==> src/logic/mem_ctrl_pkg.sv <==
/*
  Shared types, encodings and timing for the video memory controller.
  The SDRAM is 4 banks x 2048 rows x 256 columns of 32-bit words, 8 MB in all.
*/
`default_nettype none

package mem_ctrl_pkg;

  typedef logic [22:0] byte_addr_t;  // client byte address
  typedef logic [20:0] word_addr_t;  // {bank[20:19], row[18:8], col[7:0]}
  typedef logic [31:0] data32_t;     // one sdram word
  typedef logic [15:0] data16_t;     // half-word picked by byte addr bit 1
  typedef logic [3:0]  lane_mask_t;  // dqm, 1 = lane masked, not written

  // access size as given by the client
  typedef logic [1:0] size_t;
  localparam size_t SIZE_8    = 2'b00;
  localparam size_t SIZE_16   = 2'b01;
  localparam size_t SIZE_32   = 2'b10;
  localparam size_t SIZE_RSVD = 2'b11;  // no meaning, treated as a client error

  // command bits {cs_n, ras_n, cas_n, we_n}
  typedef enum logic [3:0] {
    NOP       = 4'b0111,
    ACTIVE    = 4'b0011,
    READ      = 4'b0101,
    WRITE     = 4'b0100,
    PRECHARGE = 4'b0010,
    REFRESH   = 4'b0001,
    LOAD_MODE = 4'b0000
  } sdram_cmd_t;

  // timing in clk cycles
  localparam int CAS_LATENCY = 2;  // READ to data on dq
  localparam int T_RCD       = 2;  // ACTIVE to READ or WRITE
  localparam int T_RFC       = 7;  // REFRESH to next command
  localparam int T_WR_DONE   = 3;  // WRITE to idle, covers write recovery and auto-precharge

endpackage

`default_nettype wire

==> src/logic/mem_read_align.sv <==
/*
  Read data aligner. Stores the word read from SDRAM and the half-word
  picked by the read's address bit 1, and holds both until the next read.
*/
`default_nettype none

module mem_read_align (
  input  wire logic                  clk,
  input  wire logic                  resetn,
  input  wire logic                  capture,   // rdata valid this cycle
  input  wire mem_ctrl_pkg::data32_t rdata,     // registered dq
  input  wire logic                  rd_half,   // byte addr bit 1 of the read
  output mem_ctrl_pkg::data32_t      dout32,
  output mem_ctrl_pkg::data16_t      dout16
);

  always_ff @(posedge clk or negedge resetn) begin
    if (!resetn) begin
      dout32 <= '0;
      dout16 <= '0;
    end else if (capture) begin
      dout32 <= rdata;                               // whole word
      dout16 <= rd_half ? rdata[31:16] : rdata[15:0]; // upper half at addr bit 1 set
    end
  end

endmodule

`default_nettype wire

==> config.mk <==
export PLATFORM = sky130hd
export DESIGN_NAME = mem_read_align
export DESIGN_NICKNAME = d
export VERILOG_FILES = /design/src/logic/mem_ctrl_pkg.sv /design/src/logic/mem_read_align.sv
export SDC_FILE = /design/constraint.sdc
export NUM_CORES = 1
export LEC_CHECK = 0
export ABC_AREA = 1
export BUFFER_PORTS_ARGS = -buffer_cell sky130_fd_sc_hd__buf_2
export CORE_ASPECT_RATIO = 1.4
export CORE_UTILIZATION = 45
export CTS_CLUSTER_SIZE = 24
export DETAILED_ROUTE_END_ITERATION = 10
export PLACE_DENSITY = 0.75
export SYNTH_ARGS = -nofsm -noshare
export SYNTH_HDL_FRONTEND = slang
export SYNTH_SLANG_ARGS = --single-unit
==> constraint.sdc <==
create_clock -name clk -period 1.7 [get_ports clk]
set_input_delay 0.17 -clock clk [delete_from_list [all_inputs] [get_ports clk]]
set_output_delay 0.17 -clock clk [all_outputs]
set_load 0.03 [all_outputs]
## After elaboration in Yosys (flattened, before gate mapping)

Index checks and enable logic that the tools add are counted.
W data, S select, Z words.

- Multiplexer cells: 1

Operators with widths:

| cell | count |
|---|---|
| $mux W16 | 1 |

- Bits of input ports: 36
- Bits in registers: 48

## Logic depth before layout (Yosys ltp)

Gate-level depths: netlist of the first run.

- Depth after elaboration: 1
- Depth in mapped cells: 5
- Mapped depth without buffers: 4

## Worst setup path after synthesis of the first run

OpenSTA, ideal clock, no wires.

- Kind: reg-to-reg
- Start point: register, netlist name dout32[1]
- End point: register dout32[1]
- Cell stages (with the launch flop): 3
- Path buffers: 0
- Arrival: 628 ps
- Data required time: 1566 ps
- Setup time: 134 ps
- Slack: 937 ps
- Period minus slack after synthesis: 763 ps
- Path through: dfrtp_1 nand2_1 o21ai_0

RTL lines:

| item | line | source |
|---|---|---|
| end signal, assigned | mem_read_align.sv:22 | `dout32 <= rdata;` |
| end, declared | mem_read_align.sv:13 | `output mem_ctrl_pkg::data32_t dout32,` |

## Worst setup path in the final report of the first run

- Start point: register dout32[12]
- End point: output port dout32[12]

No word-level cell between the ends.

==> results_dict.tcl, run 1 <==
set metrics [dict create \
    dp_hpwl_microns 3090 \
    cts_made_buffers 5 \
    ys_warn_count 0 \
    synthXorXnorAreaFrac_pct 0 \
    critPathBufInv 1 \
    synth_top_family_by_area "simple AND/OR/NAND/NOR gates" \
    cts_root_buf "clkbuf_8" \
    antenna_cells 0 \
    grt.total_usage_pct 20.0 \
    slew_viol_final 0 \
    syn_nets 290 \
    path_delay_family "flip-flops" \
    die_y_microns 81.9 \
    clock-sinks 48 \
    fmax_ghz 0.944 \
    dp.cells 389 \
    finClkSkew_ps 0 \
    num_vias 1810 \
    period_minus_slack_ps 1060 \
    crit_fanout 2 \
    synth-seq-cells 48 \
    crit_arrival_ps 890 \
    fin_crit_sh_pct 62.3 \
    cp_slowest_stage_delay_ps 410 \
    synth_simple_gate_area_share_pct 27.8 \
    slew_headroom_pct 59.9 \
    worstPathCellList "buf_2" \
    nets 373 \
    avgSynthCellArea_sq_um 8.08 \
    grt_max_degree 49 \
    drive_above_1_share_pct 28.7 \
    rsz0062_at_grt "no" \
    critPathSlowestCell "dfrtp_1" \
    antenna_found_initial 0 \
    h-tree-depth 2 \
    drt_iter0_markers 86 \
    power_density_nw_per_um2 999 \
    insertion_delay_ps 290 \
    portBuffers 83 \
    ys_seq_area_share_pct 58.5 \
    crit_required_ps 1530 \
    synth_mux_area_share_pct 0 \
    post_drt_wl_per_cell_microns 11.1 \
    core_area_sq_um 4310 \
    p_leak_nw 1.58 \
    path_class "register to output port" \
    synthToLayoutAreaGrowth_pct 27.4 \
    syn_area_sq_um 2050 \
    place_congestion 0.819 \
    ys_types 10 \
    io_pins 84 \
    die_x_microns 59.1 \
    finalSetupViolations 0 \
    yosys.area_share.adder_pct 0 \
    syn-instance-count 254 \
    cts_tree "built" \
    cts_max_path_buffers 2 \
    final_core_util_pct 60.7 \
    worstSetupEndpointType "output port" \
    rows 28 \
    grt_remaining_overflow 0 \
    drv_cap 0 \
    min_path_type "primary input to register" \
    synth_compound_area_share_pct 4.14 \
    detail-route-antenna-nets 0 \
    total_power_mw 2.61 \
    final_common_cell "nand2_1" \
    wirelength_microns 4420 \
    drc 0 \
    vias_per_cell 4.55 \
    cp-start-kind "register" \
    max-vdd-ir-drop_uv 534 \
    clk_pin_slew_ps 90 \
    fin_cells 398 \
    start_util_pct 47.6 \
    dieArea_sq_um 4840 \
    tns_ps 0 \
    final_cell_mix "111 x nand2_1, 83 x buf_2, 48 x dfrtp_1" \
    worst_pin_slew_ps 601 \
    grt_pass1_vias 1668 \
    grt_pass1_wl_microns 7290 \
    outcome "completed" \
    post-cts-setup-buffers 0 \
    drt_first_pass_iters 4 \
    hold_viol_final 0 \
]
final timing paths:
kind / start / end / slack [ps] / depth (start not counted)
worst max register to register: dout16[13]$_DFFE_PN0P_ / dout16[13]$_DFFE_PN0P_ / 1050 / 2
max in group asynchronous: resetn / dout32[18]$_DFFE_PN0P_ / 800 / 3
worst min register to register: dout32[19]$_DFFE_PN0P_ / dout32[19]$_DFFE_PN0P_ / 470 / 2
min in group asynchronous: resetn / dout32[14]$_DFFE_PN0P_ / 490 / 3
worst min-delay path: rdata[25] / dout32[25]$_DFFE_PN0P_ / 80 / 3
worst max-delay path: dout32[12]$_DFFE_PN0P_ / dout32[12] / 640 / 1
worst min-delay path, delay by kind of cell:
kind	cells	cell delay (ps)
and+or+nand+nor	2	110
buffers and inverters	1	80
where the power goes:
part | leakage, nW | total [mW] | switching [mW] | internal [mW]
clock | 0.0510 | 0.691 | 0.366 | 0.325
combinational | 0.947 | 0.610 | 0.430 | 0.179
sequential | 0.581 | 1.31 | 0.0603 | 1.25
total | 1.58 | 2.61 | 0.857 | 1.76
cells by family after synthesis:
| family | count (synthesis) |
|---|---|
| compound gates | 17 |
| flops | 48 |
| buf+inv | 47 |
| simple gates | 142 |
Yosys cell counts:
master / instances / area [sq um]
inv_2: 1 / 3.75
buf_4: 2 / 15.0
dfrtp_1: 48 / 1200
clkbuf_1: 2 / 7.51
nand2_1: 111 / 417
o21ai_1: 15 / 75.1
buf_2: 9 / 45.0
nand3_1: 31 / 155
inv_1: 33 / 124
o21ai_0: 2 / 10.0
final cells by class:
cell class	count	area, sq um
fill	435	1690
sequential	48	1200
multi-input combinational	159	657
timing repair buffer	89	463
inverter	34	128
clock buffer	6	82.6
tap	60	75.1
clock inverter	2	10.0
registers in the layout (all words and copies together) (netlist names):
signal,flops
dout32,32
dout16,16
repair_timing:
item,CTS,global route
hold buffers,1,0
endpoints found under the setup margin,0,0
endpoints found under the hold margin,48,0
gates resized for setup,0,0
metrics by stage:
stage	area, sq um	hold slack (ps)	setup slack, ps
after floorplan	2050	-126	937
after global placement	2510	311	753
after detailed placement	2510	304	729
after CTS	2620	79.7	630
after global routing	2620	89.1	612
final	2620	81.4	641
per-layer routing:
metal	GRT usage (%)	share of wire, %
met1	26.4	45
met2	32.3	50
met3	4.25	4.1
met4	7.14	1.4
met5	0	0
Power figures use the tool's default switching activity.
==> inputs of run 2 (changes only) <==
clock period = 1 ns   (was 1.7 ns; I/O delays follow)
==> results_dict.tcl, run 2 (synthesized netlist as in run 1, its figures left out) <==
set metrics [dict create \
    period_minus_slack_ps 984 \
    hold_viol_final 0 \
    cts_max_path_buffers 2 \
    h-tree-depth 2 \
    cts_root_buf "clkbuf_8" \
    fin_cells 405 \
    worstPathCellList "buf_6" \
    vias_per_cell 4.63 \
    cts_made_buffers 5 \
    drt_iter0_markers 88 \
    slew_viol_final 0 \
    p_switching_mw 1.51 \
    post_drt_wl_per_cell_microns 11.5 \
    place_congestion 0.750 \
    power_density_nw_per_um2 1850 \
    final_cell_mix "111 x nand2_1, 64 x buf_2, 48 x dfrtp_1" \
    antenna_found_initial 0 \
    largest-register "dout32" \
    cp-start-kind "register" \
    dp_hpwl_microns 3130 \
    sw_frac_of_total_pct 28.5 \
    outcome "completed" \
    fillers 405 \
    grt_max_degree 49 \
    critPathSlowestCell "dfrtp_1" \
    fin_crit_sh_pct 98.4 \
    power.internal_mw 3.80 \
    drc 0 \
    power_frac_clock_pct 35.7 \
    worstSetupEndpointType "output port" \
    finalSetupViolations 0 \
    nets 380 \
    power_frac_seq_pct 42.1 \
    detail-route-antenna-nets 0 \
    crit_arrival_ps 880 \
    portBuffers 83 \
    antenna_cells 0 \
    p_leak_nw 1.68 \
    synthToLayoutAreaGrowth_pct 39.9 \
    slew_headroom_pct 82.3 \
    clk_pin_slew_ps 90 \
    worst_pin_slew_ps 265 \
    dp.cells 389 \
    grt_pass1_vias 1667 \
    p_comb_share_pct 22.2 \
    final_common_cell "nand2_1" \
    path_delay_family "flip-flops" \
    grt.total_usage_pct 19.7 \
    reg_top3 "dout32: 32 flops, dout16: 16 flops" \
    start_util_pct 47.6 \
    die_x_microns 59.1 \
    wirelength_microns 4660 \
    fmax_ghz 1.02 \
    drive_above_1_share_pct 30.1 \
    rsz0062_at_grt "yes" \
    clock-sinks 48 \
    drv_cap 0 \
    min_path_type "primary input to register" \
    grt_pass1_wl_microns 7200 \
    path_class "register to output port" \
    dieArea_sq_um 4840 \
    tns_ps 0 \
    finClkSkew_ps 0 \
    drt_first_pass_iters 4 \
    largest_reg_flops 32 \
    cts_tree "built" \
    critPathBufInv 1 \
    crit_fanout 2 \
    grt_remaining_overflow 0 \
    core_area_sq_um 4310 \
    holdWs_ps 12.3 \
    insertion_delay_ps 290 \
    io_pins 84 \
    crit_required_ps 900 \
    num_vias 1876 \
    cp_slowest_stage_delay_ps 430 \
    die_y_microns 81.9 \
    rows 28 \
    max-vdd-ir-drop_uv 1070 \
]
==> run 2: final cells by class <==
class | count | area (sq um) | share of cell area [%]
flip-flops and latches | 48 | 1200 | 41.8
multi-input cells | 159 | 657 | 22.9
repair buffers | 96 | 652 | 22.7
inverters | 34 | 128 | 4.44
clock inverters | 3 | 90.1 | 3.14
well taps | 60 | 75.1 | 2.61
clock buffers | 5 | 68.8 | 2.40
==> run 2: path summary, 6_finish.rpt <==
kind / to / cells past startpoint / from / slack (ps)
setup / recovery: dout16[1] / 1 / dout16[1]$_DFFE_PN0P_ / 20
setup reg to reg: dout32[1]$_DFFE_PN0P_ / 3 / dout32[1]$_DFFE_PN0P_ / 230
min in group asynchronous: dout32[14]$_DFFE_PN0P_ / 3 / resetn / 320
hold / removal: dout32[22]$_DFFE_PN0P_ / 3 / rdata[22] / 10
hold reg to reg: dout32[19]$_DFFE_PN0P_ / 2 / dout32[19]$_DFFE_PN0P_ / 470
max in group asynchronous: dout16[9]$_DFFE_PN0P_ / 3 / resetn / 460
==> run 2: power by group through the flow <==
stage               registers, mW  clock network, mW  logic [mW]
floorplan                    2.65                  0       0.288
global placement             2.27                  0        1.06
detailed placement           2.26                  0        1.09
CTS                          2.23               1.95        1.09
global route                 2.26               2.00        1.28
finish                       2.24               1.90        1.18
==> run 2: repair_timing <==
action                     in CTS  in global routing
setup endpoints to repair       2                 19
gates resized for setup         2                 38
hold endpoints to repair       48                  0
setup buffers                   0                  7
hold buffers                    1                  0
==> run 2: metrics by stage <==
step | instance area, sq um | util [%] | setup slack, ps | total power, mW
final | 2870 | 66.6 | 15.8 | 5.32
after global routing | 2870 | 66.6 | -6.76 | 5.54
after CTS | 2750 | 63.8 | 0.584 | 5.27
after detailed placement | 2580 | 59.8 | 52.9 | 3.35
after global placement | 2580 | 59.8 | 115 | 3.33
after floorplan | 2050 | - | 237 | 2.94
==> run 2: per-layer routing <==
metal  share of wire (%)  global-route usage (%)
met1                  42                    24.3
met2                  52                    33.5
met3                 4.0                    3.62
met4                 1.2                    8.10
met5                   0                       0
==> inputs of run 3 (changes only) <==
SETUP_SLACK_MARGIN = 0.4   (was not set)
==> results_dict.tcl, run 3 (synthesized netlist as in run 1, its figures left out) <==
set metrics [dict create \
    nets 385 \
    h-tree-depth 2 \
    reg_top3 "dout32: 32 flops, dout16: 16 flops" \
    cts_made_buffers 5 \
    cp-start-kind "register" \
    critPathSlowestCell "dfrtp_2" \
    fin_crit_sh_pct 97.2 \
    insertion_delay_ps 290 \
    place_congestion 0.730 \
    io_pins 84 \
    multiInputGateArea_sq_um 693 \
    min_path_type "primary input to register" \
    rsz0062_at_grt "yes" \
    grt_pass1_vias 1801 \
    worstSetupEndpointType "output port" \
    slew_headroom_pct 87.8 \
    vias_per_cell 4.69 \
    detail-route-antenna-nets 0 \
    largest_reg_flops 32 \
    antenna_found_initial 0 \
    outcome "completed" \
    final_cell_mix "102 x nand2_1, 57 x buf_6, 48 x dfrtp_2" \
    clk_pin_slew_ps 80 \
    num_vias 1923 \
    finClkSkew_ps 0 \
    crit_required_ps 900 \
    die_x_microns 59.1 \
    rows 28 \
    die_y_microns 81.9 \
    period_minus_slack_ps 972 \
    grt_max_degree 49 \
    p_switching_mw 1.55 \
    p_leak_nw 1.72 \
    fillers 339 \
    slew_viol_final 0 \
    drc 0 \
    path_delay_family "flip-flops" \
    synthToLayoutAreaGrowth_pct 56.6 \
    crit_fanout 2 \
    power_frac_clock_pct 24.0 \
    cts_root_buf "clkbuf_8" \
    path_class "register to output port" \
    power.internal_mw 3.37 \
    worstPathCellList "buf_6" \
    power_frac_seq_pct 46.9 \
    post_drt_wl_per_cell_microns 12.7 \
    cts_max_path_buffers 2 \
    grt_remaining_overflow 0 \
    portBuffers 83 \
    grt_pass1_wl_microns 7620 \
    hold_viol_final 0 \
    drive_above_1_share_pct 47.7 \
    start_util_pct 47.6 \
    max-vdd-ir-drop_uv 1130 \
    drt_first_pass_iters 4 \
    sw_frac_of_total_pct 31.6 \
    clock-sinks 48 \
    power_density_nw_per_um2 1530 \
    dieArea_sq_um 4840 \
    worst_pin_slew_ps 183 \
    drt_iter0_markers 89 \
    final_common_cell "nand2_1" \
    antenna_cells 0 \
    dp_hpwl_microns 3240 \
    p_comb_share_pct 29.1 \
    grt.total_usage_pct 21.2 \
    drv_cap 0 \
    core_area_sq_um 4310 \
    cp_slowest_stage_delay_ps 430 \
    fin_cells 410 \
    largest-register "dout32" \
    cts_tree "built" \
    tns_ps 0 \
    finalSetupViolations 0 \
    critPathBufInv 1 \
    dp.cells 391 \
    wirelength_microns 5200 \
    crit_arrival_ps 870 \
    fmax_ghz 1.03 \
    regArea_sq_um 1260 \
]
[run 3: changes by cell type in the layout (fill, tap and decap cells not counted), sizes merged]
cell / delta
bufinv: -3
buf: +7
clkbuf: +1
[run 3: final cells by class]
cell class,count,area share [%]
multi-input cells,159,21.6
well taps,60,2.34
inverters,34,3.97
repair buffers,101,30.1
flip-flops and latches,48,39.2
clock buffers,8,2.80
[run 3: worst paths after layout]
| path | from | to | slack [ps] | cells past startpoint |
|---|---|---|---|---|
| worst max register to register | dout16[11]$_DFFE_PN0P_ | dout16[11]$_DFFE_PN0P_ | 130 | 4 |
| worst min-delay path | rdata[18] | dout32[18]$_DFFE_PN0P_ | 20 | 3 |
| max in group asynchronous | resetn | dout32[13]$_DFFE_PN0P_ | 470 | 3 |
| worst min register to register | dout32[28]$_DFFE_PN0P_ | dout32[28]$_DFFE_PN0P_ | 490 | 2 |
| worst max-delay path | dout16[3]$_DFFE_PN0P_ | dout16[3] | 30 | 1 |
| min in group asynchronous | resetn | dout32[16]$_DFFE_PN0P_ | 340 | 3 |
[run 3: worst register-to-register path, cell delays in order (launching register included)]
cell	delay (ps)
dfrtp_2	430
buf_6	120
buf_6	100
nand2_2	50
nand3_2	60
[run 3: power by group through the flow]
stage                     Clock, mW  Combinational (mW)  Sequential, mW
after detailed placement          0                1.09            2.29
after global routing           1.25                1.53            2.33
final                          1.18                1.43            2.31
after floorplan                   0               0.286            2.69
after global placement            0                1.07            2.29
after CTS                      1.21                1.37            2.31
[run 3: metrics by stage]
stage | setup WS (ps) | hold slack (ps) | utilization [%] | instance area (sq um) | power (mW)
finish | 28.3 | 22.8 | 74.6 | 3210 | 4.92
global route | 14.3 | 34.2 | 74.6 | 3210 | 5.11
CTS | 33.0 | 11.6 | 72.1 | 3110 | 4.88
detailed placement | 177 | 108 | 61.5 | 2650 | 3.39
global placement | 213 | 104 | 61.5 | 2650 | 3.36
floorplan | 297 | -196 | - | 2110 | 2.97
[run 3: per-layer routing]
metal	up-vias	routed length, microns	global-route usage (%)
li1	966	-	-
met1	887	2130	22.2
met2	60	2700	39.7
met3	10	277	5.35
met4	0	94	8.57
met5	-	0	0
[run 3: what timing repair did]
item,in CTS,in global routing
hold buffers,1,0
resized for setup,101,16
endpoints found under the setup margin,96,123
pin swaps,0,1
hold endpoints to repair,48,0
setup buffers,5,4
cloned,0,1
