[src/logic/mem_ctrl_pkg.sv]
/*
  Shared types, encodings and timing for the video memory controller.
  The SDRAM is 4 banks x 2048 rows x 256 columns of 32-bit words, 8 MB in all.
*/
`default_nettype none

package mem_ctrl_pkg;

  typedef logic [22:0] byte_addr_t;  // client byte address
  typedef logic [20:0] word_addr_t;  // {bank[20:19], row[18:8], col[7:0]}
  typedef logic [31:0] data32_t;     // one sdram word
  typedef logic [15:0] data16_t;     // half-word picked by byte addr bit 1
  typedef logic [3:0]  lane_mask_t;  // dqm, 1 = lane masked, not written

  // access size as given by the client
  typedef logic [1:0] size_t;
  localparam size_t SIZE_8    = 2'b00;
  localparam size_t SIZE_16   = 2'b01;
  localparam size_t SIZE_32   = 2'b10;
  localparam size_t SIZE_RSVD = 2'b11;  // no meaning, treated as a client error

  // command bits {cs_n, ras_n, cas_n, we_n}
  typedef enum logic [3:0] {
    NOP       = 4'b0111,
    ACTIVE    = 4'b0011,
    READ      = 4'b0101,
    WRITE     = 4'b0100,
    PRECHARGE = 4'b0010,
    REFRESH   = 4'b0001,
    LOAD_MODE = 4'b0000
  } sdram_cmd_t;

  // timing in clk cycles
  localparam int CAS_LATENCY = 2;  // READ to data on dq
  localparam int T_RCD       = 2;  // ACTIVE to READ or WRITE
  localparam int T_RFC       = 7;  // REFRESH to next command
  localparam int T_WR_DONE   = 3;  // WRITE to idle, covers write recovery and auto-precharge

endpackage

`default_nettype wire

[src/logic/mem_op_if.sv]
/*
  One decoded SDRAM operation, from the request decoder to the sequencer.
  The go pulses only rise while busy is low and are taken in the same cycle.
*/
`default_nettype none

interface mem_op_if;

  import mem_ctrl_pkg::*;

  logic       go_read;     // single-cycle pulses
  logic       go_write;
  logic       go_refresh;
  word_addr_t word_addr;   // word address of the access
  data32_t    wdata;       // lane-replicated write data
  lane_mask_t wmask;       // dqm for the write
  logic       busy;        // sequencer not in idle

  modport decode (
    output go_read, go_write, go_refresh, word_addr, wdata, wmask,
    input  busy
  );

  modport sequencer (
    input  go_read, go_write, go_refresh, word_addr, wdata, wmask,
    output busy
  );

endinterface

`default_nettype wire

[src/logic/mem_req_decode.sv]
/*
  Request decoder. Turns client strobes into one operation pulse, builds
  the word address, write mask and replicated write data, and keeps a sticky
  fail flag for strobes given while busy or given together.
*/
`default_nettype none

module mem_req_decode (
  input  wire logic                     clk,
  input  wire logic                     resetn,
  input  wire logic                     read,
  input  wire logic                     write,
  input  wire logic                     refresh,
  input  wire mem_ctrl_pkg::byte_addr_t addr,
  input  wire mem_ctrl_pkg::size_t      word_rd_size,
  input  wire mem_ctrl_pkg::size_t      word_wr_size,
  input  wire logic [7:0]               din8,
  input  wire logic [15:0]              din16,
  input  wire mem_ctrl_pkg::data32_t    din32,
  mem_op_if.decode                      op,
  output logic                          rd_half,
  output logic                          fail
);

  import mem_ctrl_pkg::*;

  logic       any_req;    // some strobe this cycle
  logic       multi_req;  // two or more strobes at once
  logic       bad_size;   // reserved size code on a strobe
  lane_mask_t lane_sel;   // one-hot byte lane of addr[1:0]

  assign any_req   = read | write | refresh;
  assign multi_req = (read & write) | (read & refresh) | (write & refresh);
  assign bad_size  = (read & (word_rd_size == SIZE_RSVD)) |
                     (write & (word_wr_size == SIZE_RSVD));

  // read wins, then write, then refresh; nothing goes out while busy
  assign op.go_read    = read & ~op.busy;
  assign op.go_write   = write & ~read & ~op.busy;
  assign op.go_refresh = refresh & ~read & ~write & ~op.busy;

  assign op.word_addr = addr[22:2];  // drop the byte offset
  assign lane_sel     = 4'b0001 << addr[1:0];

  always_comb begin
    case (word_wr_size)
      SIZE_8: begin
        op.wdata = {4{din8}};                      // byte on every lane
        op.wmask = ~lane_sel;                      // only the addressed lane
      end
      SIZE_16: begin
        op.wdata = {2{din16}};                     // half-word on both halves
        op.wmask = addr[1] ? 4'b0011 : 4'b1100;    // upper or lower half
      end
      SIZE_32: begin
        op.wdata = din32;
        op.wmask = 4'b0000;                        // whole word
      end
      default: begin
        op.wdata = din32;
        op.wmask = 4'b1111;                        // reserved size writes nothing
      end
    endcase
  end

  always_ff @(posedge clk or negedge resetn) begin
    if (!resetn) begin
      rd_half <= 1'b0;
      fail    <= 1'b0;
    end else begin
      if (op.go_read) begin
        rd_half <= addr[1];                        // held for the aligner until next read
      end
      if ((any_req & op.busy) | multi_req | bad_size) begin
        fail <= 1'b1;                              // sticky until reset
      end
    end
  end

endmodule

`default_nettype wire

[src/flat_wrapper.sv]
// flat-port wrapper written by rule: the top's interface ports become plain ports
module mem_req_decode_flat import mem_ctrl_pkg::*;
  (clk, resetn, read, write, refresh, addr, word_rd_size, word_wr_size, din8, din16, din32, rd_half, fail, op_go_read, op_go_write, op_go_refresh, op_word_addr, op_wdata, op_wmask, op_busy);
  mem_op_if op_i ();
  input  wire logic clk;
  input  wire logic resetn;
  input  wire logic read;
  input  wire logic write;
  input  wire logic refresh;
  input  wire mem_ctrl_pkg::byte_addr_t addr;
  input  wire mem_ctrl_pkg::size_t word_rd_size;
  input  wire mem_ctrl_pkg::size_t word_wr_size;
  input  wire logic [7:0] din8;
  input  wire logic [15:0] din16;
  input  wire mem_ctrl_pkg::data32_t din32;
  output logic rd_half;
  output logic fail;
  output wire logic [$bits(op_i.go_read)-1:0] op_go_read;
  output wire logic [$bits(op_i.go_write)-1:0] op_go_write;
  output wire logic [$bits(op_i.go_refresh)-1:0] op_go_refresh;
  output wire logic [$bits(op_i.word_addr)-1:0] op_word_addr;
  output wire logic [$bits(op_i.wdata)-1:0] op_wdata;
  output wire logic [$bits(op_i.wmask)-1:0] op_wmask;
  input wire logic [$bits(op_i.busy)-1:0] op_busy;
  assign op_go_read = op_i.go_read;
  assign op_go_write = op_i.go_write;
  assign op_go_refresh = op_i.go_refresh;
  assign op_word_addr = op_i.word_addr;
  assign op_wdata = op_i.wdata;
  assign op_wmask = op_i.wmask;
  assign op_i.busy = op_busy;
  mem_req_decode u_core (.clk(clk), .resetn(resetn), .read(read), .write(write), .refresh(refresh), .addr(addr), .word_rd_size(word_rd_size), .word_wr_size(word_wr_size), .din8(din8), .din16(din16), .din32(din32), .op(op_i), .rd_half(rd_half), .fail(fail));
endmodule
[config.mk]
export PLATFORM = sky130hd
export DESIGN_NAME = mem_req_decode_flat
export DESIGN_NICKNAME = d
export VERILOG_FILES = /design/src/logic/mem_ctrl_pkg.sv /design/src/logic/mem_op_if.sv /design/src/logic/mem_req_decode.sv /design/src/flat_wrapper.sv
export SDC_FILE = /design/constraint.sdc
export NUM_CORES = 1
export LEC_CHECK = 0
export BUFFER_PORTS_ARGS = -buffer_cell sky130_fd_sc_hd__buf_2
export CORE_MARGIN = 2
export CORE_UTILIZATION = 30
export CTS_CLUSTER_SIZE = 28
export DETAILED_ROUTE_END_ITERATION = 8
export PLACE_DENSITY_LB_ADDON = 0.1
export SETUP_SLACK_MARGIN = 0.05
export SKIP_LAST_GASP = 1
export SLEW_MARGIN = 20
export SYNTH_ARGS = -nofsm -noshare
export SYNTH_HDL_FRONTEND = slang
export SYNTH_SLANG_ARGS = --single-unit
export TNS_END_PERCENT = 100
[constraint.sdc]
create_clock -name clk -period 1.75 [get_ports clk]
set_input_delay 0.35 -clock clk [delete_from_list [all_inputs] [get_ports clk]]
set_output_delay 0.35 -clock clk [all_outputs]
set_load 0.02 [all_outputs]
# After elaboration in Yosys (flattened, before gate mapping)
# Index checks and enable logic that the tools add are counted.
word_totals:
  word_cells: 34
  register_bits: 2
  inputBits: 89
classes:
  bitwise: 23
  shift: 1
  n_reduce_logical: 1
  mux: 3
  n_eq_ne: 4
ops:
  columns: ["cell", "n"]
  rows:
  - ["$pmux W32 S2", 1]
  - ["$and A1 B1 Y1", 12]
  - ["$pmux W4 S3", 1]
  - ["$or A1 B1 Y1", 7]
  - ["$eq A2 B2 Y1 const B", 3]
  - ["$mux W4", 1]
  - ["$not A4 Y4", 1]
  - ["$shl A1 B2 Y4 const A", 1]
  - ["$not A1 Y1", 3]
  - ["$eq A2 B1 Y1 const B", 1]
  - ["$logic_not A2 Y1", 1]

# Depth between registers and ports, before layout
# Gate-level depths: netlist (run 1).
depth:
  depth_word: 5
  mapped_depth: 5

# Worst setup path after synthesis (run 1)
# Ideal clock, no wire load.
synth_timing:
  path_type: "input to output"
  start: "input port word_wr_size[0]"
  end: "output port op_wmask[2]"
  slack_ps: 203
  stages: 5
  required_time_ps: 1400
  arrival_ps: 1197
  cell_sequence: "buf_6 > buf_6 > inv_1 > a21boi_0 > o21ai_0"
synth_between:
  elab_chain_len: 2
synth_lines:
  columns: ["item", "line", "source"]
  rows:
  - ["from (decl)", "flat_wrapper.sv:12", "input wire mem_ctrl_pkg::size_t word_wr_size;"]
  - ["$eq A2 B2 Y1, or another cell as far along", "mem_req_decode.sv:46", "case (word_wr_size)"]
  - ["$pmux W4 S3 (*)", "mem_req_decode.sv:46", null]
  - ["to (decl)", "flat_wrapper.sv:23", "output wire logic [$bits(op_i.wmask)-1:0] op_wmask;"]
# Every way passes the cells marked *; elsewhere a longest branch is shown, timed or not.

# Worst setup path in the final report (run 1)
layout_timing:
  start: "input port word_wr_size[0]"
  end: "output port op_wdata[15]"
layout_between:
  elab_chain_len: 2
layout_lines:
  columns: ["item", "line", "source"]
  rows:
  - ["$eq A2 B1 Y1 / $logic_not A2 Y1 (equally long branches)", "mem_req_decode.sv:46", null]
  - ["$pmux W32 S2 (*)", "mem_req_decode.sv:46", null]
  - ["to (decl)", "flat_wrapper.sv:22", "output wire logic [$bits(op_i.wdata)-1:0] op_wdata;"]
# Marks and branches as above.

==> results by group, run 1 <==
Logic synthesis
  • Syn. warnings: 0
  • Cells after Synth: 140
  • FFs w/ async S/R, synth: 1.000
  • Post-synthesis cell area: around 900 um^2
  • Seq/Total Area, Yosys: 0.05666
  • EDFF count, synth: 0
  • Top FF cell, synth: dfrtp_1
  • Top cells by count, synth: a21oi_1 (33), inv_1 (33), buf_4 (21)
  • Seq cells post-synth: 2
  • Yosys cell types: 21
  • Yosys top cell area share: 0.1870
  • Synth top area cells: a21oi_1 (19%), buf_4 (18%), inv_1 (14%)
  • Mapped Nets: ~230
  • Syn avg cell area: about 6.3 um^2
  • Biggest area consumer among synthesized cells: a21oi_1

Layout
  • Ant. Diodes: 0
  • Design Area, Final: ~1300 um^2
  • Layout cells sized above 1: 0.5531
  • Area of the multi-input gates: around 490 um^2
  • Register area: ~50 um^2
  • Area growth syn-to-layout: 50.99%
  • Layout fillers: between 200 and 300
  • Final nets: roughly 320

STA
  • Fin. max-slew vios: 0
  • Period utilization: 0.9540
  • Final hold vios: 0
  • Worst slew pin tran: roughly 0.34 ns
  • Setup_tns: 0 ns
  • Setup repair after global routing missed its margin: true
  • Setup-failing EPs final: 0
  • Slew headroom: 0.7667
  • FMAX: approximately 600 MHz
  • Final Critical Period: 1.670 ns
  • Clock skew: 0 ns

Detailed routing
  • Post-DR vias/cell: 4.677
  • DRT antenna net count: 0
  • Drt pass-1 iters: 2
  • DRT iter0 DRCs: 32
  • DRC: 0
  • Total Wirelength: approximately 2800 um
  • Routed len/inst: approximately 11 um
  • Vias: between 1000 and 1500

Power and ir drop
  • VDD IR max: 394.5 uV
  • Static leakage: roughly 0.79 nW
  • Power Dens Cells: approximately 420 nW/um^2
  • Overall Power: 0.0005605 W

Worst hold path
  • WHS Path Cells: 2
  • Hold_sp: addr[1]
  • Hold path endpoint: u_core.rd_half$_DFFE_PN0P_
  • Worst hold path class: input pin to register

Floorplan
  • Total die area: 3395 um^2
  • Row cnt: 19
  • IO Pins: 151
  • Die width: ~58 um
  • Die Y-Extent: around 58 um
  • Initial Utilization: 0.3176
  • Core area: 2781 um^2

GRT
  • Largest net degree at the start of global routing: between 40 and 50
  • First-pass GRT wire length: ~4200 um
  • Initial antenna violation count: 0
  • Number of global-route vias before repair: between 1000 and 1500
  • GRT Total Usage: 0.1532
  • Total congestion overflow: 0

Worst setup path
  • Worst Path Class, Setup: input pin to output port
  • Critical Path Fanout Max: 15
  • Worst reg2reg setup slack: just over 1 ns
  • Crit path capture type: output port
  • Req. time, crit path: approximately 1.4 ns
  • CP Launch Type: input pin
  • R2R Path End: u_core.rd_half$_DFFE_PN0P_
  • R2R depth: 1
  • WP data arrival: between 1 and 1.5 ns
  • R2r startpoint: u_core.rd_half$_DFFE_PN0P_

CTS
  • Post-CTS setup buffers: 0
  • CTS tree: yes
  • Clk buf depth: 2
  • Clock-pin transition on the worst setup and hold timing paths: roughly 0.03 ns
  • Total CTS buffers: 3
  • Clk sinks: 2
  • Root buffer selected by CTS: clkbuf_4
  • H-tree lvl count: 1
  • Worst skew pair latency: around 0.22 ns

Placed design
  • Placement Cell Area: around 1300 um^2
  • Final Wtd Congestion: between 0.7 and 0.8
  • I/O Buffers: ~110
  • Detailed placement HPWL: between 2000 and 2500 um

Flow run
  • MaxCap Viol Count: 0

Outcome
  • Status: finished, final reports clean
==> cell families after synthesis <==
logic type,synth area share
buffers and inverters,0.3909
flip-flops,0.05666
multiplexers,0.01275
AO/OA/AOI/OAI,0.4221
AND/OR/NAND/NOR,0.1062
adder cells (fa/ha/maj),0.01133
==> report_power, final <==
group	switching [W]	internal, W	total [W]	leakage, nW
clock network	0.0000257	0.0000756	0.000101	0.0138
registers	0.00000145	0.0000500	0.0000515	0.0205
logic	0.000237	0.000170	0.000408	0.756
total	0.000264	0.000296	0.000561	0.790
==> cell usage in the layout, fill, tap and decap left out, types with 2 or more instances in the layout <==
master    count
a211oi_1      7
a211oi_2      9
a21oi_1      33
buf_12        2
buf_2       108
buf_4         2
clkbuf_4      3
dfrtp_1       2
inv_1        33
nor2_1        3
nor2b_1      10
o21ai_0       5
==> critical path, cell delays in order <==
cell and delay [ns]:
buf_2 0.11, buf_4 0.22, nor2b_1 0.09, a211oi_1 0.30
a21oi_1 0.07, buf_2 0.17
==> area by class of cell <==
class,count,area share
tap,31,0.02908
sequential,2,0.03752
clock buffer,3,0.01689
timing repair buffer,113,0.4540
multi-input combinational,75,0.3696
inverter,33,0.09287
==> registers in the layout, indices dropped and copies added (netlist names) <==
register        cells
u_core.rd_half      1
u_core.fail         1
==> timing repair <==
item                                    in CTS  in global routing
resized for setup                            0                  1
endpoints found under the hold margin        2                  0
endpoints found under the setup margin       0                  9
hold buffers                                 1                  0
==> worst max-delay path by stage <==
stage / start / end / slack [ns] / cells past startpoint
detailed placement: word_wr_size[0] / op_wdata[25] / 0.08 / 6
finish: word_wr_size[0] / op_wdata[15] / 0.08 / 6
CTS: word_wr_size[0] / op_wdata[25] / 0.08 / 6
floorplan: word_wr_size[0] / op_wmask[2] / 0.20 / 5
global placement: word_wr_size[0] / op_wdata[29] / 0.11 / 6
global route: word_wr_size[0] / op_wdata[29] / 0.002 / 6
==> routing by layer <==
| layer | GRT usage | part of all wire | vias up |
|---|---|---|---|
| met5 | 0 | 0 | - |
| met4 | 0.05980 | 0.026 | 0 |
| met3 | 0.04241 | 0.097 | 14 |
| met2 | 0.3034 | 0.54 | 60 |
| met1 | 0.1450 | 0.34 | 509 |
| li1 | - | - | 619 |
==> through the flow <==
step | util | cells | hold slack, ns | setup slack (ns)
floorplan | - | 140 | 0.05441 | 0.2027
CTS | 0.4777 | 257 | 0.4128 | 0.08330
finish | 0.4795 | 257 | 0.4191 | 0.08046
global placement | 0.4660 | 253 | 0.1361 | 0.1107
global route | 0.4795 | 257 | 0.4209 | 0.001914
detailed placement | 0.4660 | 253 | 0.1367 | 0.08207
(Power assumes the default switching activity.)
==> run 2: changes to the inputs <==
Settings changed: MAX_ROUTING_LAYER set to met4, PLACE_DENSITY set to 0.87, PLACE_DENSITY_LB_ADDON 0.1 to unset.
==> run 2 against run 1 <==
  * Critical path depth did not move
  * Maximum frequency rose by 2.5%
  * First-iteration DRC count fell by 41%
  * Die area did not move
  * Count of clock-buffer cells in the layout did not move
  * Cell area rose by 0.37%
  * Combinational power barely moved
  * Critical path type unchanged
  * Largest power group unchanged
==> results by group, run 2 (synthesis results as in run 1) <==
CTS
  • Post-CTS setup buffers: 0
  • Clk sinks: 2
  • Total CTS buffers: 3
  • Root buffer selected by CTS: clkbuf_4
  • H-tree lvl count: 1
  • Worst skew pair latency: approximately 0.23 ns
  • Clock-pin transition on the worst setup and hold timing paths: 0.03 ns
  • Clk buf depth: 2
  • CTS tree: yes

Power and ir drop
  • Switching pwr: about 0.00027 W
  • Internal Power: ~0.00030 W
  • Clock power frac: 0.187
  • Sw frac: 0.4771
  • Power Dens Cells: between 400 and 500 nW/um^2
  • Static leakage: 0.7915 nW
  • VDD IR max: 459.2 uV
  • Logic gate share of total power: 0.722
  • Sequential fraction of design power: 0.091

Worst setup path
  • Crit path capture type: output port
  • Req. time, crit path: between 1 and 1.5 ns
  • Worst Setup SP: word_wr_size[0]
  • WP data arrival: around 1.3 ns
  • CP Launch Type: input pin
  • Critical Path Fanout Max: 14
  • Worst Path Class, Setup: input pin to output port
  • Worst reg2reg setup slack: around 1.0 ns
  • R2r startpoint: u_core.rd_half$_DFFE_PN0P_

Detailed routing
  • Routed len/inst: approximately 11 um
  • Drt pass-1 iters: 4
  • DRT iter0 DRCs: 19
  • DRT antenna net count: 0
  • Post-DR vias/cell: between 4 and 5
  • DRC: 0
  • Total Wirelength: 2775 um
  • Vias: 1234

STA
  • Worst slew pin tran: 0.3202 ns
  • Final hold slack: 0.4143 ns
  • Setup repair after global routing missed its margin: true
  • Fin. max-slew vios: 0
  • Period utilization: 0.9303
  • Clock skew: 0 ns
  • Final Critical Period: about 1.6 ns
  • Setup-failing EPs final: 0
  • FMAX: just over 600 MHz
  • Slew headroom: 0.7810
  • Setup_tns: 0 ns
  • Final hold vios: 0

Layout
  • Final nets: roughly 320
  • Commonest non-fill, non-tap cell in the layout: buf_2
  • Ant. Diodes: 0
  • Layout cells sized above 1: 0.5575
  • Largest regs: u_core.fail: 1 flops, u_core.rd_half: 1 flops
  • Area growth syn-to-layout: 51.56%
  • Commonest cells after routing, fill and taps aside: buf_2 (108), inv_1 (33), a21oi_1 (33)

GRT
  • Total congestion overflow: 0
  • Largest net degree at the start of global routing: 52
  • First-pass GRT wire length: between 4000 and 5000 um
  • GRT Total Usage: 0.1612
  • Number of global-route vias before repair: 1080
  • Initial antenna violation count: 0

Outcome
  • Status: finished, final reports clean

Floorplan
  • Die width: 58.27 um
  • Core area: between 2000 and 3000 um^2
  • Initial Utilization: 0.3176
  • Row cnt: 19
  • Total die area: between 3000 and 4000 um^2
  • Die Y-Extent: around 58 um
  • IO Pins: roughly 150

Placed design
  • Final Wtd Congestion: 0.7562
  • I/O Buffers: ~110
  • Detailed placement HPWL: ~2300 um

Flow run
  • MaxCap Viol Count: 0

Worst hold path
  • Worst hold path class: input pin to register
  • Hold_sp: addr[1]
[run 2: changes by cell type in the layout (fill, tap and decap cells not counted)]
cell | before | now
a211oi_2 | 9 | 10
a211oi_1 | 7 | 6
[run 2: worst paths after layout]
kind / endpoint / cells past startpoint
max: op_wdata[5] / 6
min: u_core.rd_half$_DFFE_PN0P_ / 2
max reg2reg: u_core.rd_half$_DFFE_PN0P_ / 1
min reg2reg: u_core.fail$_DFFE_PN0P_ / 2
max in group asynchronous: u_core.rd_half$_DFFE_PN0P_ / 2
min in group asynchronous: u_core.fail$_DFFE_PN0P_ / 2
[run 2: stage by stage]
stage / utilization / total power, W / area [um^2] / worst slack (ns) / cells
2_1_floorplan: - / 0.0003589 / 883.3 / 0.2027 / 140
3_3_place_gp: 0.4660 / 0.0004527 / 1296 / 0.1504 / 253
3_5_place_dp: 0.4660 / 0.0004587 / 1296 / 0.1059 / 253
4_1_cts: 0.4777 / 0.0005722 / 1329 / 0.09799 / 257
5_1_grt: 0.4813 / 0.0006083 / 1339 / 0.03568 / 257
6_report: 0.4813 / 0.0005675 / 1339 / 0.1219 / 257
[run 2: worst max-delay path, cell delays in order]
cell	delay, ns
buf_2	0.12
buf_4	0.19
nor2b_1	0.23
a211oi_2	0.09
a21oi_1	0.12
buf_2	0.18
[run 2: timing repair]
item	CTS	global route
hold buffers	1	0
setup endpoints to repair	0	4
endpoints found under the hold margin	2	0
resized for setup	0	2
[run 2: routing by layer]
layer  global-route usage  routed length [um]  part of all wire  up-vias
met3              0.03348                 326              0.12        9
met1               0.1492                 956              0.34      517
met4              0.06312                  52             0.019        0
li1                     -                   -                 -      617
met2               0.3146                1439              0.52       91
met5                    -                   0                 0        -
[run 2: layout make-up]
cell class	instances	area [um^2]
Timing Repair Buffer	113	605.6
Sequential cell	2	50.05
Inverter	33	123.9
Fill cell	284	1443
Clock buffer	3	22.52
Multi-Input combinational cell	75	498.0
Tap cell	31	38.79
[run 2: power by group through the flow]
| stage | logic, W | registers, W | clock network [W] |
|---|---|---|---|
| floorplan | 0.000302 | 0.0000564 | 0 |
| global placement | 0.000401 | 0.0000521 | 0 |
| detailed placement | 0.000406 | 0.0000523 | 0 |
| CTS | 0.000409 | 0.0000519 | 0.000111 |
| global route | 0.000445 | 0.0000525 | 0.000111 |
| finish | 0.000410 | 0.0000519 | 0.000106 |
